File: src/include/renamer_consts.svh
// Sizes must keep RN_PHYS_REGS above RN_ARCH_REGS; widths assume counts of two or more
`ifndef RENAMER_CONSTS_SVH
`define RENAMER_CONSTS_SVH

//////////////////////////////////////////////////
// Register counts
//////////////////////////////////////////////////

// Architectural registers visible to software
`define RN_ARCH_REGS 8
// Physical tags, arch set plus rename headroom
`define RN_PHYS_REGS 16
// Reorder buffer slots
`define RN_ROB_DEPTH 8
// Tags not mapped after reset
`define RN_FREE_DEPTH (`RN_PHYS_REGS - `RN_ARCH_REGS)

//////////////////////////////////////////////////
// Derived widths
//////////////////////////////////////////////////

`define RN_ARCH_W $clog2(`RN_ARCH_REGS)
`define RN_PHYS_W $clog2(`RN_PHYS_REGS)
`define RN_ROB_W  $clog2(`RN_ROB_DEPTH)

`endif

File: src/hw/regmap_pkg.sv
// Register naming types only; rob_idx is a plain vector so this package stands alone
`include "renamer_consts.svh"

package regmap_pkg;

    //////////////////////////////////////////////////
    // Register tags
    //////////////////////////////////////////////////

    // Software-visible register number
    typedef logic [`RN_ARCH_W-1:0] arch_reg_t;
    // Physical register tag
    typedef logic [`RN_PHYS_W-1:0] phys_reg_t;

    //////////////////////////////////////////////////
    // Dispatch payloads
    //////////////////////////////////////////////////

    // Request held stable for the whole req phase
    typedef struct packed {
        arch_reg_t dest;
        arch_reg_t src1;
        arch_reg_t src2;
        logic      has_dest;
    } rename_req_t;

    // Result latched on the fire edge
    typedef struct packed {
        phys_reg_t             src1_phys;
        logic                  src1_ready;
        phys_reg_t             src2_phys;
        logic                  src2_ready;
        phys_reg_t             new_phys;
        phys_reg_t             old_phys;
        logic [`RN_ROB_W-1:0]  rob_idx;
    } rename_resp_t;

endpackage

File: src/hw/rob_pkg.sv
// Reorder buffer bookkeeping types; compile after regmap_pkg, whose tags these reuse
`include "renamer_consts.svh"

package rob_pkg;

    // Slot number inside the reorder buffer
    typedef logic [`RN_ROB_W-1:0] rob_idx_t;

    //////////////////////////////////////////////////
    // Stored slot
    //////////////////////////////////////////////////

    typedef struct packed {
        logic                  valid;
        logic                  done;
        logic                  has_dest;
        regmap_pkg::arch_reg_t dest_arch;
        regmap_pkg::phys_reg_t new_phys;
        regmap_pkg::phys_reg_t old_phys;
    } rob_entry_t;

    //////////////////////////////////////////////////
    // Boundary packets
    //////////////////////////////////////////////////

    // One-cycle completion, no back-pressure
    typedef struct packed {
        logic     valid;
        rob_idx_t rob_idx;
    } complete_t;

    // Registered retirement record
    typedef struct packed {
        logic                  valid;
        logic                  has_dest;
        regmap_pkg::arch_reg_t dest_arch;
        regmap_pkg::phys_reg_t new_phys;
        regmap_pkg::phys_reg_t old_phys;
    } commit_t;

endpackage

File: src/hw/dispatch_ctrl.sv
// Four-phase dispatch; requester must hold rename_req_i stable until ack_o falls
`timescale 1ns/1ps

module dispatch_ctrl (
    input  logic                     clock,
    input  logic                     reset,
    input  logic                     req_i,
    input  regmap_pkg::rename_req_t  rename_req_i,
    input  regmap_pkg::phys_reg_t    src1_phys_i,
    input  logic                     src1_ready_i,
    input  regmap_pkg::phys_reg_t    src2_phys_i,
    input  logic                     src2_ready_i,
    input  regmap_pkg::phys_reg_t    old_phys_i,
    input  regmap_pkg::phys_reg_t    free_tag_i,
    input  logic                     free_empty_i,
    input  rob_pkg::rob_idx_t        rob_tail_i,
    input  logic                     rob_full_i,
    output logic                     fire_o,
    output logic                     ack_o,
    output regmap_pkg::rename_resp_t rename_resp_o
);
    import regmap_pkg::*;

    logic         ack_q;
    logic         can_go;
    rename_resp_t resp_d;
    rename_resp_t resp_q;

    // Needs a slot, and a tag only if a dest is written
    assign can_go = !rob_full_i && (!free_empty_i || !rename_req_i.has_dest);
    // Single-cycle pulse, only while waiting for ack
    assign fire_o = req_i && !ack_q && can_go;

    // Assemble response from lookups
    always_comb begin
        resp_d.src1_phys  = src1_phys_i;
        resp_d.src1_ready = src1_ready_i;
        resp_d.src2_phys  = src2_phys_i;
        resp_d.src2_ready = src2_ready_i;
        resp_d.rob_idx    = rob_tail_i;
        // No dest means no tag traffic
        if (rename_req_i.has_dest) begin
            resp_d.new_phys = free_tag_i;
            resp_d.old_phys = old_phys_i;
        end else begin
            resp_d.new_phys = '0;
            resp_d.old_phys = '0;
        end
    end

    // Handshake state
    always_ff @(posedge clock) begin
        if (reset) begin
            ack_q <= 1'b0;
        end else if (fire_o) begin
            ack_q <= 1'b1;
        end else if (ack_q && !req_i) begin
            // Release phase
            ack_q <= 1'b0;
        end
    end

    // Held for the whole ack phase
    always_ff @(posedge clock) begin
        if (fire_o) begin
            resp_q <= resp_d;
        end
    end

    assign ack_o         = ack_q;
    assign rename_resp_o = resp_q;

    // Payload stays put while the request is up
    a_req_held: assert property (
        @(posedge clock) disable iff (reset)
        req_i && $past(req_i) |-> $stable(rename_req_i)
    );

endmodule

File: src/hw/map_table.sv
// Speculative map only; no recovery path, ready bits read as of the previous edge
`timescale 1ns/1ps
`include "renamer_consts.svh"

module map_table (
    input  logic                    clock,
    input  logic                    reset,
    input  regmap_pkg::rename_req_t rename_req_i,
    input  logic                    fire_i,
    input  regmap_pkg::phys_reg_t   new_phys_i,
    input  logic                    ready_set_valid_i,
    input  regmap_pkg::phys_reg_t   ready_set_phys_i,
    output regmap_pkg::phys_reg_t   src1_phys_o,
    output logic                    src1_ready_o,
    output regmap_pkg::phys_reg_t   src2_phys_o,
    output logic                    src2_ready_o,
    output regmap_pkg::phys_reg_t   old_phys_o
);
    import regmap_pkg::*;

    // Arch to phys mapping
    phys_reg_t                map_q [`RN_ARCH_REGS];
    // One bit per physical tag
    logic [`RN_PHYS_REGS-1:0] ready_q;
    logic                     remap;

    assign remap = fire_i && rename_req_i.has_dest;

    //////////////////////////////////////////////////
    // Lookup
    //////////////////////////////////////////////////

    // Sources see the map before this request's own remap
    assign src1_phys_o  = map_q[rename_req_i.src1];
    assign src2_phys_o  = map_q[rename_req_i.src2];
    assign src1_ready_o = ready_q[src1_phys_o];
    assign src2_ready_o = ready_q[src2_phys_o];
    // Tag freed when this dest retires
    assign old_phys_o   = map_q[rename_req_i.dest];

    //////////////////////////////////////////////////
    // Update
    //////////////////////////////////////////////////

    always_ff @(posedge clock) begin
        if (reset) begin
            // Identity map, everything committed
            for (int i = 0; i < `RN_ARCH_REGS; i++) begin
                map_q[i] <= phys_reg_t'(i);
            end
            ready_q <= '1;
        end else begin
            // Completion marks the value available
            if (ready_set_valid_i) begin
                ready_q[ready_set_phys_i] <= 1'b1;
            end
            // Fresh tag is pending until its completion
            if (remap) begin
                map_q[rename_req_i.dest] <= new_phys_i;
                ready_q[new_phys_i]      <= 1'b0;
            end
        end
    end

    // A tag completes once per allocation
    a_no_double_ready: assert property (
        @(posedge clock) disable iff (reset)
        ready_set_valid_i |-> !ready_q[ready_set_phys_i]
    );

endmodule

File: src/hw/free_list.sv
// Holds at most RN_FREE_DEPTH tags; caller must gate pop on empty_o
`timescale 1ns/1ps
`include "renamer_consts.svh"

module free_list (
    input  logic                  clock,
    input  logic                  reset,
    input  logic                  pop_i,
    input  logic                  push_i,
    input  regmap_pkg::phys_reg_t push_tag_i,
    output regmap_pkg::phys_reg_t head_tag_o,
    output logic                  empty_o
);
    import regmap_pkg::*;

    localparam int PTR_W = $clog2(`RN_FREE_DEPTH);
    localparam int CNT_W = $clog2(`RN_FREE_DEPTH + 1);

    phys_reg_t        tags_q [`RN_FREE_DEPTH];
    logic [PTR_W-1:0] head_q;
    logic [PTR_W-1:0] tail_q;
    logic [CNT_W-1:0] count_q;

    assign head_tag_o = tags_q[head_q];
    assign empty_o    = (count_q == '0);

    //////////////////////////////////////////////////
    // Queue state
    //////////////////////////////////////////////////

    always_ff @(posedge clock) begin
        if (reset) begin
            // Upper tags free in ascending order
            for (int i = 0; i < `RN_FREE_DEPTH; i++) begin
                tags_q[i] <= phys_reg_t'(`RN_ARCH_REGS + i);
            end
            head_q  <= '0;
            tail_q  <= '0;
            count_q <= CNT_W'(`RN_FREE_DEPTH);
        end else begin
            // Pop advances the head
            if (pop_i) begin
                head_q <= (head_q == PTR_W'(`RN_FREE_DEPTH - 1)) ? '0 : head_q + 1'b1;
            end
            // Retired tag goes to the tail
            if (push_i) begin
                tags_q[tail_q] <= push_tag_i;
                tail_q <= (tail_q == PTR_W'(`RN_FREE_DEPTH - 1)) ? '0 : tail_q + 1'b1;
            end
            // Both at once leave count alone
            case ({pop_i, push_i})
                2'b10:   count_q <= count_q - 1'b1;
                2'b01:   count_q <= count_q + 1'b1;
                default: count_q <= count_q;
            endcase
        end
    end

    //////////////////////////////////////////////////
    // Checks
    //////////////////////////////////////////////////

    // Dispatch must have tested empty
    a_no_pop_empty: assert property (
        @(posedge clock) disable iff (reset) pop_i |-> !empty_o
    );

    // Tag conservation across map, ROB and list
    a_no_push_full: assert property (
        @(posedge clock) disable iff (reset)
        push_i |-> (count_q < CNT_W'(`RN_FREE_DEPTH))
    );

endmodule

File: src/hw/reorder_buffer.sv
// One retire per cycle; a completion must name a live entry that is not yet done
`timescale 1ns/1ps
`include "renamer_consts.svh"

module reorder_buffer (
    input  logic                  clock,
    input  logic                  reset,
    input  logic                  alloc_i,
    input  rob_pkg::rob_entry_t   alloc_entry_i,
    input  rob_pkg::complete_t    complete_i,
    output rob_pkg::rob_idx_t     tail_o,
    output logic                  full_o,
    output logic                  ready_set_valid_o,
    output regmap_pkg::phys_reg_t ready_set_phys_o,
    output logic                  free_push_o,
    output regmap_pkg::phys_reg_t free_tag_o,
    output rob_pkg::commit_t      commit_o
);
    import rob_pkg::*;

    localparam int CNT_W = $clog2(`RN_ROB_DEPTH + 1);

    rob_entry_t       entries_q [`RN_ROB_DEPTH];
    rob_idx_t         head_q;
    rob_idx_t         tail_q;
    logic [CNT_W-1:0] count_q;
    rob_entry_t       head_entry;
    rob_entry_t       done_entry;
    logic             retire;
    commit_t          commit_q;

    assign tail_o = tail_q;
    assign full_o = (count_q == CNT_W'(`RN_ROB_DEPTH));

    //////////////////////////////////////////////////
    // Completion side
    //////////////////////////////////////////////////

    // Entry named by this cycle's completion
    assign done_entry = entries_q[complete_i.rob_idx];

    // Wake the dest tag in the map, same cycle as the pulse
    assign ready_set_valid_o = complete_i.valid && done_entry.has_dest;
    assign ready_set_phys_o  = done_entry.new_phys;

    //////////////////////////////////////////////////
    // Retire side
    //////////////////////////////////////////////////

    assign head_entry = entries_q[head_q];
    // Done bit is registered, so retire lags completion
    assign retire     = head_entry.valid && head_entry.done;

    // Old mapping is dead once its overwriter retires
    assign free_push_o = retire && head_entry.has_dest;
    assign free_tag_o  = head_entry.old_phys;

    //////////////////////////////////////////////////
    // Slot state
    //////////////////////////////////////////////////

    always_ff @(posedge clock) begin
        if (reset) begin
            for (int i = 0; i < `RN_ROB_DEPTH; i++) begin
                entries_q[i].valid <= 1'b0;
                entries_q[i].done  <= 1'b0;
            end
            head_q  <= '0;
            tail_q  <= '0;
            count_q <= '0;
        end else begin
            // Append in program order
            if (alloc_i) begin
                entries_q[tail_q] <= alloc_entry_i;
                tail_q <= (tail_q == rob_idx_t'(`RN_ROB_DEPTH - 1)) ? '0 : tail_q + 1'b1;
            end
            // Out-of-order done marking
            if (complete_i.valid) begin
                entries_q[complete_i.rob_idx].done <= 1'b1;
            end
            // Pop the head
            if (retire) begin
                entries_q[head_q].valid <= 1'b0;
                entries_q[head_q].done  <= 1'b0;
                head_q <= (head_q == rob_idx_t'(`RN_ROB_DEPTH - 1)) ? '0 : head_q + 1'b1;
            end
            case ({alloc_i, retire})
                2'b10:   count_q <= count_q + 1'b1;
                2'b01:   count_q <= count_q - 1'b1;
                default: count_q <= count_q;
            endcase
        end
    end

    // Commit record, visible the cycle after retire
    always_ff @(posedge clock) begin
        if (reset) begin
            commit_q.valid <= 1'b0;
        end else begin
            commit_q.valid <= retire;
            if (retire) begin
                commit_q.has_dest  <= head_entry.has_dest;
                commit_q.dest_arch <= head_entry.dest_arch;
                commit_q.new_phys  <= head_entry.new_phys;
                commit_q.old_phys  <= head_entry.old_phys;
            end
        end
    end

    assign commit_o = commit_q;

    // Completer may only name live, pending work
    a_complete_live: assert property (
        @(posedge clock) disable iff (reset)
        complete_i.valid |-> (done_entry.valid && !done_entry.done)
    );

endmodule

File: src/hw/renamer_top.sv
// Rename and in-order retire core; completions arrive by ROB index, no flush support
`timescale 1ns/1ps

module renamer_top (
    input  logic                     clock,
    input  logic                     reset,
    input  logic                     req_i,
    input  regmap_pkg::rename_req_t  rename_req_i,
    input  rob_pkg::complete_t       complete_i,
    output logic                     ack_o,
    output regmap_pkg::rename_resp_t rename_resp_o,
    output rob_pkg::commit_t         commit_o
);
    import regmap_pkg::*;
    import rob_pkg::*;

    //////////////////////////////////////////////////
    // Internal wires
    //////////////////////////////////////////////////

    // Dispatch strobe
    logic       fire;
    logic       free_pop;
    // Map lookups
    phys_reg_t  src1_phys;
    logic       src1_ready;
    phys_reg_t  src2_phys;
    logic       src2_ready;
    phys_reg_t  old_phys;
    // Free list
    phys_reg_t  free_tag;
    logic       free_empty;
    // ROB status and feedback
    rob_idx_t   rob_tail;
    logic       rob_full;
    logic       ready_set_valid;
    phys_reg_t  ready_set_phys;
    logic       free_push;
    phys_reg_t  free_push_tag;
    rob_entry_t alloc_entry;

    // Tag consumed only by dest writers
    assign free_pop = fire && rename_req_i.has_dest;

    // New slot starts live and pending
    assign alloc_entry = '{valid: 1'b1, done: 1'b0, has_dest: rename_req_i.has_dest,
                           dest_arch: rename_req_i.dest, new_phys: free_tag,
                           old_phys: old_phys};

    //////////////////////////////////////////////////
    // Blocks
    //////////////////////////////////////////////////

    dispatch_ctrl dispatch_ctrl_0 (
        .clock(clock), .reset(reset), .req_i(req_i), .rename_req_i(rename_req_i),
        .src1_phys_i(src1_phys), .src1_ready_i(src1_ready),
        .src2_phys_i(src2_phys), .src2_ready_i(src2_ready),
        .old_phys_i(old_phys), .free_tag_i(free_tag), .free_empty_i(free_empty),
        .rob_tail_i(rob_tail), .rob_full_i(rob_full),
        .fire_o(fire), .ack_o(ack_o), .rename_resp_o(rename_resp_o)
    );

    map_table map_table_0 (
        .clock(clock), .reset(reset), .rename_req_i(rename_req_i), .fire_i(fire),
        .new_phys_i(free_tag), .ready_set_valid_i(ready_set_valid),
        .ready_set_phys_i(ready_set_phys),
        .src1_phys_o(src1_phys), .src1_ready_o(src1_ready),
        .src2_phys_o(src2_phys), .src2_ready_o(src2_ready), .old_phys_o(old_phys)
    );

    free_list free_list_0 (
        .clock(clock), .reset(reset), .pop_i(free_pop), .push_i(free_push),
        .push_tag_i(free_push_tag), .head_tag_o(free_tag), .empty_o(free_empty)
    );

    reorder_buffer reorder_buffer_0 (
        .clock(clock), .reset(reset), .alloc_i(fire), .alloc_entry_i(alloc_entry),
        .complete_i(complete_i), .tail_o(rob_tail), .full_o(rob_full),
        .ready_set_valid_o(ready_set_valid), .ready_set_phys_o(ready_set_phys),
        .free_push_o(free_push), .free_tag_o(free_push_tag), .commit_o(commit_o)
    );

endmodule

File: config.mk
export PLATFORM = sky130hd
export DESIGN_NAME = renamer_top
export DESIGN_NICKNAME = d
export VERILOG_FILES = /design/src/hw/regmap_pkg.sv /design/src/hw/rob_pkg.sv /design/src/hw/dispatch_ctrl.sv /design/src/hw/map_table.sv /design/src/hw/free_list.sv /design/src/hw/reorder_buffer.sv /design/src/hw/renamer_top.sv
export VERILOG_INCLUDE_DIRS = /design/src /design/src/include
export SDC_FILE = /design/constraint.sdc
export NUM_CORES = 1
export LEC_CHECK = 0
export ABC_AREA = 1
export BUFFER_PORTS_ARGS = -buffer_cell sky130_fd_sc_hd__buf_2
export CAP_MARGIN = 20
export CORE_MARGIN = 1
export CORE_UTILIZATION = 35
export DETAILED_ROUTE_END_ITERATION = 10
export PLACE_DENSITY = 0.47
export SYNTH_ARGS = -nofsm -noshare
export SYNTH_HDL_FRONTEND = slang
export SYNTH_SLANG_ARGS = --single-unit
File: constraint.sdc
create_clock -name clock -period 5.98 [get_ports clock]
set_clock_uncertainty 0.1 [all_clocks]
set_input_delay 0.299 -clock clock [delete_from_list [all_inputs] [get_ports clock]]
set_output_delay 0.299 -clock clock [all_outputs]
set_load 0.02 [all_outputs]
### Word level (Yosys, flattened, before mapping)

Memories as Yosys holds them, arrays and structs flattened. A register that Yosys moved wholly into a read port is not among the register bits.
Cells that the tools add are included.

| operators by class | value |
|---|---|
| bitwise operators | 4 |
| eq/ne operators | 9 |
| order comparisons | 6 |
| add/sub/neg operators | 8 |
| reduce and logical (&&, ||, !) cells | 26 |
| muxes and demuxes | 55 |

Operator list:

| cell | number |
|---|---|
| $mux 16 | 3 |
| $mux 14 | 3 |
| $mux 3 | 14 |
| $reduce_or 14->1 | 3 |
| $mux 1 | 25 |
| $lt 4x5->1 const B | 4 |
| $and 16x16->16 | 1 |
| $not 16->16 | 1 |
| $or 16x16->16 | 1 |
| $pmux 4 s2 | 2 |
| $add 3x1->3 const B | 4 |
| $eq 3x3->1 const B | 4 |
| $logic_and 1x1->1 | 10 |
| $add 4x1->4 const B | 2 |
| $bmux 1 s4 | 2 |
| $demux 1 s4 | 2 |
| $ge 4x1->1 const B | 2 |
| $mux 4 | 2 |
| $reduce_or 4->1 | 2 |
| $sub 4x1->4 const B | 2 |
| $reduce_bool 2->1 | 3 |
| $logic_not 1->1 | 5 |
| $eq 2x1->1 const B | 2 |
| $eq 2x2->1 const B | 2 |
| 6 further kinds | 7 |

| word-level totals | value |
|---|---|
| output and inout bits | 35 |
| flip-flop bits (word level) | 71 |
| input bits | 17 |
| word-level logic and storage cells | 131 |
| memories | 3 |
| bits in writable memories | 176 |

Memory list:

| name | depth | bits a word | read ports | clocked after Yosys merged registers in | write ports | RTL line | source |
|---|---|---|---|---|---|---|---|
| reorder_buffer_0.entries_q | 8 | 14 | 2 | 1 | 8 | reorder_buffer.sv:23 | `` rob_entry_t entries_q [`RN_ROB_DEPTH]; `` |
| free_list_0.tags_q | 8 | 4 | 1 | 1 | 8 | free_list.sv:19 | `` phys_reg_t tags_q [`RN_FREE_DEPTH]; `` |
| map_table_0.map_q | 8 | 4 | 3 | 0 | 8 | map_table.sv:22 | `` phys_reg_t map_q [`RN_ARCH_REGS]; `` |

### Logic depth before layout (Yosys ltp)

| logic depth | value |
|---|---|
| depth in word-level cells | 11 |
| depth in mapped cells | 18 |
| mapped depth without buffers | 18 |

### Hierarchy

Synthesis repeated with hierarchy kept, for this count alone.

| unflattened totals | value |
|---|---|
| cells, all modules | 1,378 |
| area total of the unflattened synthesis | 12,482.0 um^2 |

By module, submodules not included:

| module | times used | cells an instance | sequential area each (um^2) | area an instance (um^2) |
|---|---|---|---|---|
| reorder_buffer | 1 | 615 | 3,843.7 | 6,214.7 |
| map_table | 1 | 461 | 1,281.2 | 3,288.2 |
| free_list | 1 | 250 | 1,221.2 | 2,193.4 |
| dispatch_ctrl | 1 | 48 | 650.6 | 770.7 |
| renamer_top | 1 | 4 | 0.0 | 15.0 |

### Least setup slack after synthesis

No wires, ideal clock.

| timing path | value |
|---|---|
| path type | in2reg |
| start point | input rename_req_i[0] (netlist bit) |
| end point | register free_list_0.count_q[3] |
| data arrival time | 2.566 ns |
| required time | 5.806 ns |
| setup time | 0.074 ns |
| stages on the path | 16 |
| slack | 3.240 ns |
| buffers on the path | 2 |
| path through | buf_2 -> nand4_1 -> and3_1 -> buf_2 -> nand2_2 -> ha_1 -> inv_1 -> ha_1 -> nand2_1 -> nand2_1 -> a21oi_1 -> nor2_1 -> nor2_1 -> a21boi_0 -> a21oi_1 -> o21ai_0 |

| on the way | value |
|---|---|
| longest elaborated chain between the ends | 7 |
| elaborated cells on any way between the ends | 9 |
| those cells by class | eq/ne (2); mux (1); reduce/logical (6) |

Ends and longest elaborated chain:

| what | RTL line | source |
|---|---|---|
| from (decl) | renamer_top.sv:8 | `input regmap_pkg::rename_req_t rename_req_i,` |
| $logic_not 1->1 * | dispatch_ctrl.sv:30 | `assign can_go = !rob_full_i && (!free_empty_i \|\| !rename_req_i.has_dest);` |
| $logic_or 1x1->1 * | dispatch_ctrl.sv:30 |  |
| $logic_and 1x1->1 * | dispatch_ctrl.sv:30 |  |
| $logic_and 1x1->1 * | dispatch_ctrl.sv:32 | `assign fire_o = req_i && !ack_q && can_go;` |
| named net dispatch_ctrl_0.fire_o | dispatch_ctrl.sv:18 | `output logic fire_o,` |
| $logic_and 1x1->1 * | renamer_top.sv:43 | `assign free_pop = fire && rename_req_i.has_dest;` |
| $eq 2x1->1 / $eq 2x2->1 (equally long branches) | free_list.sv:51 | `case ({pop_i, push_i})` |
| $pmux 4 s2 / $reduce_bool 2->1 (equally long branches) | n/a |  |
| to (signal assigned) | free_list.sv:52 | `2'b10: count_q <= count_q - 1'b1;` |
| to (signal assigned) | free_list.sv:53 | `2'b01: count_q <= count_q + 1'b1;` |
| to (signal assigned) | free_list.sv:54 | `default: count_q <= count_q;` |
| to (decl) | free_list.sv:22 | `logic [CNT_W-1:0] count_q;` |

The timed path passes the listed nets; every way through them passes the cells marked *.
A chain may end at the register's enable or synchronous reset.

==> impl_metrics.tcl <==
set metrics [dict create \
    power_density_nw_per_um2 309.9 \
    wl_met1_microns 15740 \
    pwr-share-seq_pct 46.4 \
    slew_headroom_pct 42.04 \
    hold_path_class "input pin to flip-flop" \
    clkPwrFrac_pct 44.6 \
    switching_share_pct 24.53 \
    violations "design-rule violations" \
    setup_viol 0 \
    crit_type "flip-flop to flip-flop" \
    drc 1 \
    grt_max_degree 56 \
    power_leakage_nw 5.770 \
    seq_area_frac_synth_pct 57.12 \
    period_minus_slack_ns 3.671 \
    cts_buffer_depth 3 \
    timing.final.crit_share_pct 61.38 \
    status "complete, but fails checks" \
    nets 1447 \
    synth_area_sq_um 12250 \
    ys_seq_elements 253 \
    cts_tree "yes" \
    slew_violations 0 \
    internal_power_mw 3.243 \
    drt_wl_total_microns 32550 \
    synth_nets 1411 \
    required_ns 6.38 \
    synth_edf_count 193 \
    rows 68 \
    synth_warnings 0 \
    async_reset_ff_share_pct 0 \
    hold_viol 0 \
    dr.pass1.iters 8 \
    rsz0062_at_grt "no" \
    max-vdd-ir-drop_mv 0.2271 \
    combPwrFrac_pct 9.0 \
    min_path_cells 1 \
    grt_pass1_vias 9044 \
    grt_antenna_before_repair 0 \
    fillers 3490 \
    critPathArrivalTime_ns 4.07 \
    pin_count 52 \
    antennaDiodeCount 0 \
    place_hpwl_microns 22210 \
    track_usage_pct 18.51 \
    worstSetupEndpointType "flip-flop" \
    whs_endpoint "reorder_buffer_0.entries_q[2][8]$_DFFE_PP_" \
    avgViaCountPerCell 4.948 \
    initial_core_util_pct 35.55 \
    rrSetupSlack_ns 2.31 \
    die_w_microns 189.1 \
    synth_cells 1379 \
    dr_wl_met3_microns 1291 \
    clk_pin_slew_ns 0.06 \
    ys.flop_type "edfxtp_1" \
    cap_viol_max_count 0 \
    ff2ff_path_depth 19 \
    cts.sink_count 253 \
    clkLatencyLatePin_ns 0.56 \
    stdcell_count 1894 \
    max_freq_mhz 272.4 \
    final_common_cell "nand2_1" \
    drt_iter0_drc 844 \
    min-delay-start "rename_req_i[7]" \
    drive_gt1_share_pct 10.77 \
    tightestPinTransition_ns 0.8685 \
    start_kind "flip-flop" \
    routed-via-count 9372 \
    p_sw_mw 1.054 \
    placed_cells 1837 \
    area_growth_pct 13.19 \
    coreArea_sq_um 34460 \
    synth.avg_cell_area_sq_um 8.883 \
    clockRootBuffer "clkbuf_16" \
    overflow 0 \
    synth_cell_type_count 44 \
    wl_per_cell_microns 17.19 \
    layout_common_cells "nand2_1 (328), edfxtp_1 (193), inv_1 (169)" \
    die_h_microns 189.1 \
    setup_tns_ns 0 \
    grt_first_pass_wirelength_microns 51230 \
    cp_max_fo 55 \
    portBuffers 51 \
    htreeDepth 1 \
    die_area_sq_um 35750 \
    cts_buffers 30 \
    routabilityCongestion 0.8698 \
    wl_met2_microns 14880 \
    highest_layer "met4" \
    drtAntennaViolNets 0 \
    r2r_end "free_list_0.count_q[3]$_SDFFE_PP1P_" \
]
## sequential cells by signal, summed over array words and instances, names as in the netlist, named ones only
| signal | count |
|---|---|
| map_table_0.map_q | 32 |
| free_list_0.head_q | 3 |
| free_list_0.tags_q | 32 |
| free_list_0.count_q | 4 |
| dispatch_ctrl_0.rename_resp_o | 21 |
| reorder_buffer_0.head_q | 3 |
| reorder_buffer_0.commit_o | 13 |
| reorder_buffer_0.entries_q | 112 |
| reorder_buffer_0.tail_o | 3 |
| reorder_buffer_0.count_q | 4 |
| map_table_0.ready_q | 16 |
| dispatch_ctrl_0.ack_o | 1 |
| free_list_0.tail_q | 3 |
## worst max-delay path by stage
stage,start,to,slack (ns),cells after the start
2_1_floorplan,rename_req_i[0],free_list_0.count_q[3]$_SDFFE_PP1P_,3.24,16
3_3_place_gp,flip-flop,free_list_0.count_q[3]$_SDFFE_PP1P_,2.42,19
3_5_place_dp,flip-flop,free_list_0.count_q[3]$_SDFFE_PP1P_,2.32,19
4_1_cts,flip-flop,free_list_0.count_q[3]$_SDFFE_PP1P_,2.30,19
5_1_grt,flip-flop,free_list_0.count_q[3]$_SDFFE_PP1P_,1.87,19
6_report,flip-flop,free_list_0.count_q[3]$_SDFFE_PP1P_,2.31,19
## stage by stage
stage	hold slack, ns	utilization [%]	total power, mW	cell area (sq um)	setup WS, ns
finish	0.03247	40.24	4.296	13860	2.309
global placement	0.3534	37.14	2.420	12800	2.419
global route	0.01629	40.24	4.474	13860	1.875
detailed placement	0.3596	37.14	2.419	12800	2.318
CTS	0.01267	40.24	4.345	13860	2.297
floorplan	0.2979	-	2.294	12250	3.240
## metal layers
| layer | track usage (%) | vias to the layer above |
|---|---|---|
| li1 | - | 4670 |
| met1 | 26.13 | 4450 |
| met2 | 30.10 | 208 |
| met3 | 2.280 | 44 |
| met4 | 4.591 | 0 |
| met5 | 0 | - |
## worst max-delay path, cell delays in order (launching register included)
cell and delay [ns]:
dfxtp_1 0.31, buf_4 0.44, inv_2 0.48, a21oi_1 0.24
o21ai_0 0.10, nand3_1 0.12, nand2_1 0.16, nand2_1 0.23
inv_1 0.07, ha_1 0.20, inv_1 0.12, ha_1 0.24
nand2_1 0.06, nand2_1 0.04, a21oi_1 0.15, nor2_1 0.05
nor2_1 0.07, a21boi_0 0.24, a21oi_1 0.09, o21ai_0 0.08
## cells by family (layout without fill, tap and decap cells)
family | count (synthesis) | in the layout | share of synthesized area [%]
AO/OA/AOI/OAI | 239 | 239 | 11.02
XOR/XNOR | 3 | 3 | 0.2145
adder cells (fa/ha/maj) | 15 | 15 | 1.593
buffers and inverters | 238 | 298 | 8.233
flip-flops | 253 | 253 | 57.12
AND/OR/NAND/NOR | 631 | 631 | 21.82
## final cells by class
cell class | count | area [sq um] | area share, %
clock buffer | 41 | 863.3 | 6.227
clock inverter | 15 | 195.2 | 1.408
inverter | 186 | 700.7 | 5.054
multi-input combinational | 888 | 4244 | 30.61
sequential | 253 | 6997 | 50.46
tap | 455 | 569.3 | 4.106
timing repair buffer | 56 | 295.3 | 2.130
## power groups by stage
stage	Sequential, mW	Clock, mW	Combinational [mW]
after floorplan	2.04	0	0.254
after global placement	2.03	0	0.388
after detailed placement	2.03	0	0.388
after CTS	1.99	1.96	0.390
after global routing	2.00	2.04	0.434
final	1.99	1.92	0.386
## cells in the mapped netlist (all sizes together) (3+ instances only)
library cell    n  area, sq um
a21oi          53        265.3
nor2          172        713.2
a221oi          4        35.03
nand4          14        87.58
buf            34        236.5
ha             14        175.2
o22ai          15        93.84
o2bb2ai         3        26.28
o21ai         130        680.6
inv           185        696.9
nor3            4        20.02
edfxtp        193         5796
nand3         102        545.5
nand2         336         1286
o21a            3        22.52
o211ai         18        135.1
a31oi           7        43.79
clkbuf         18        71.31
dfxtp          60         1201
## timing repair
| action | CTS | global route |
|---|---|---|
| resized for setup | 0 | 0 |
| setup buffers | 0 | 0 |
| hold buffers | 1 | 0 |
| hold endpoints to repair | 1 | 0 |
No activity file was read; power rests on OpenSTA's default activity.
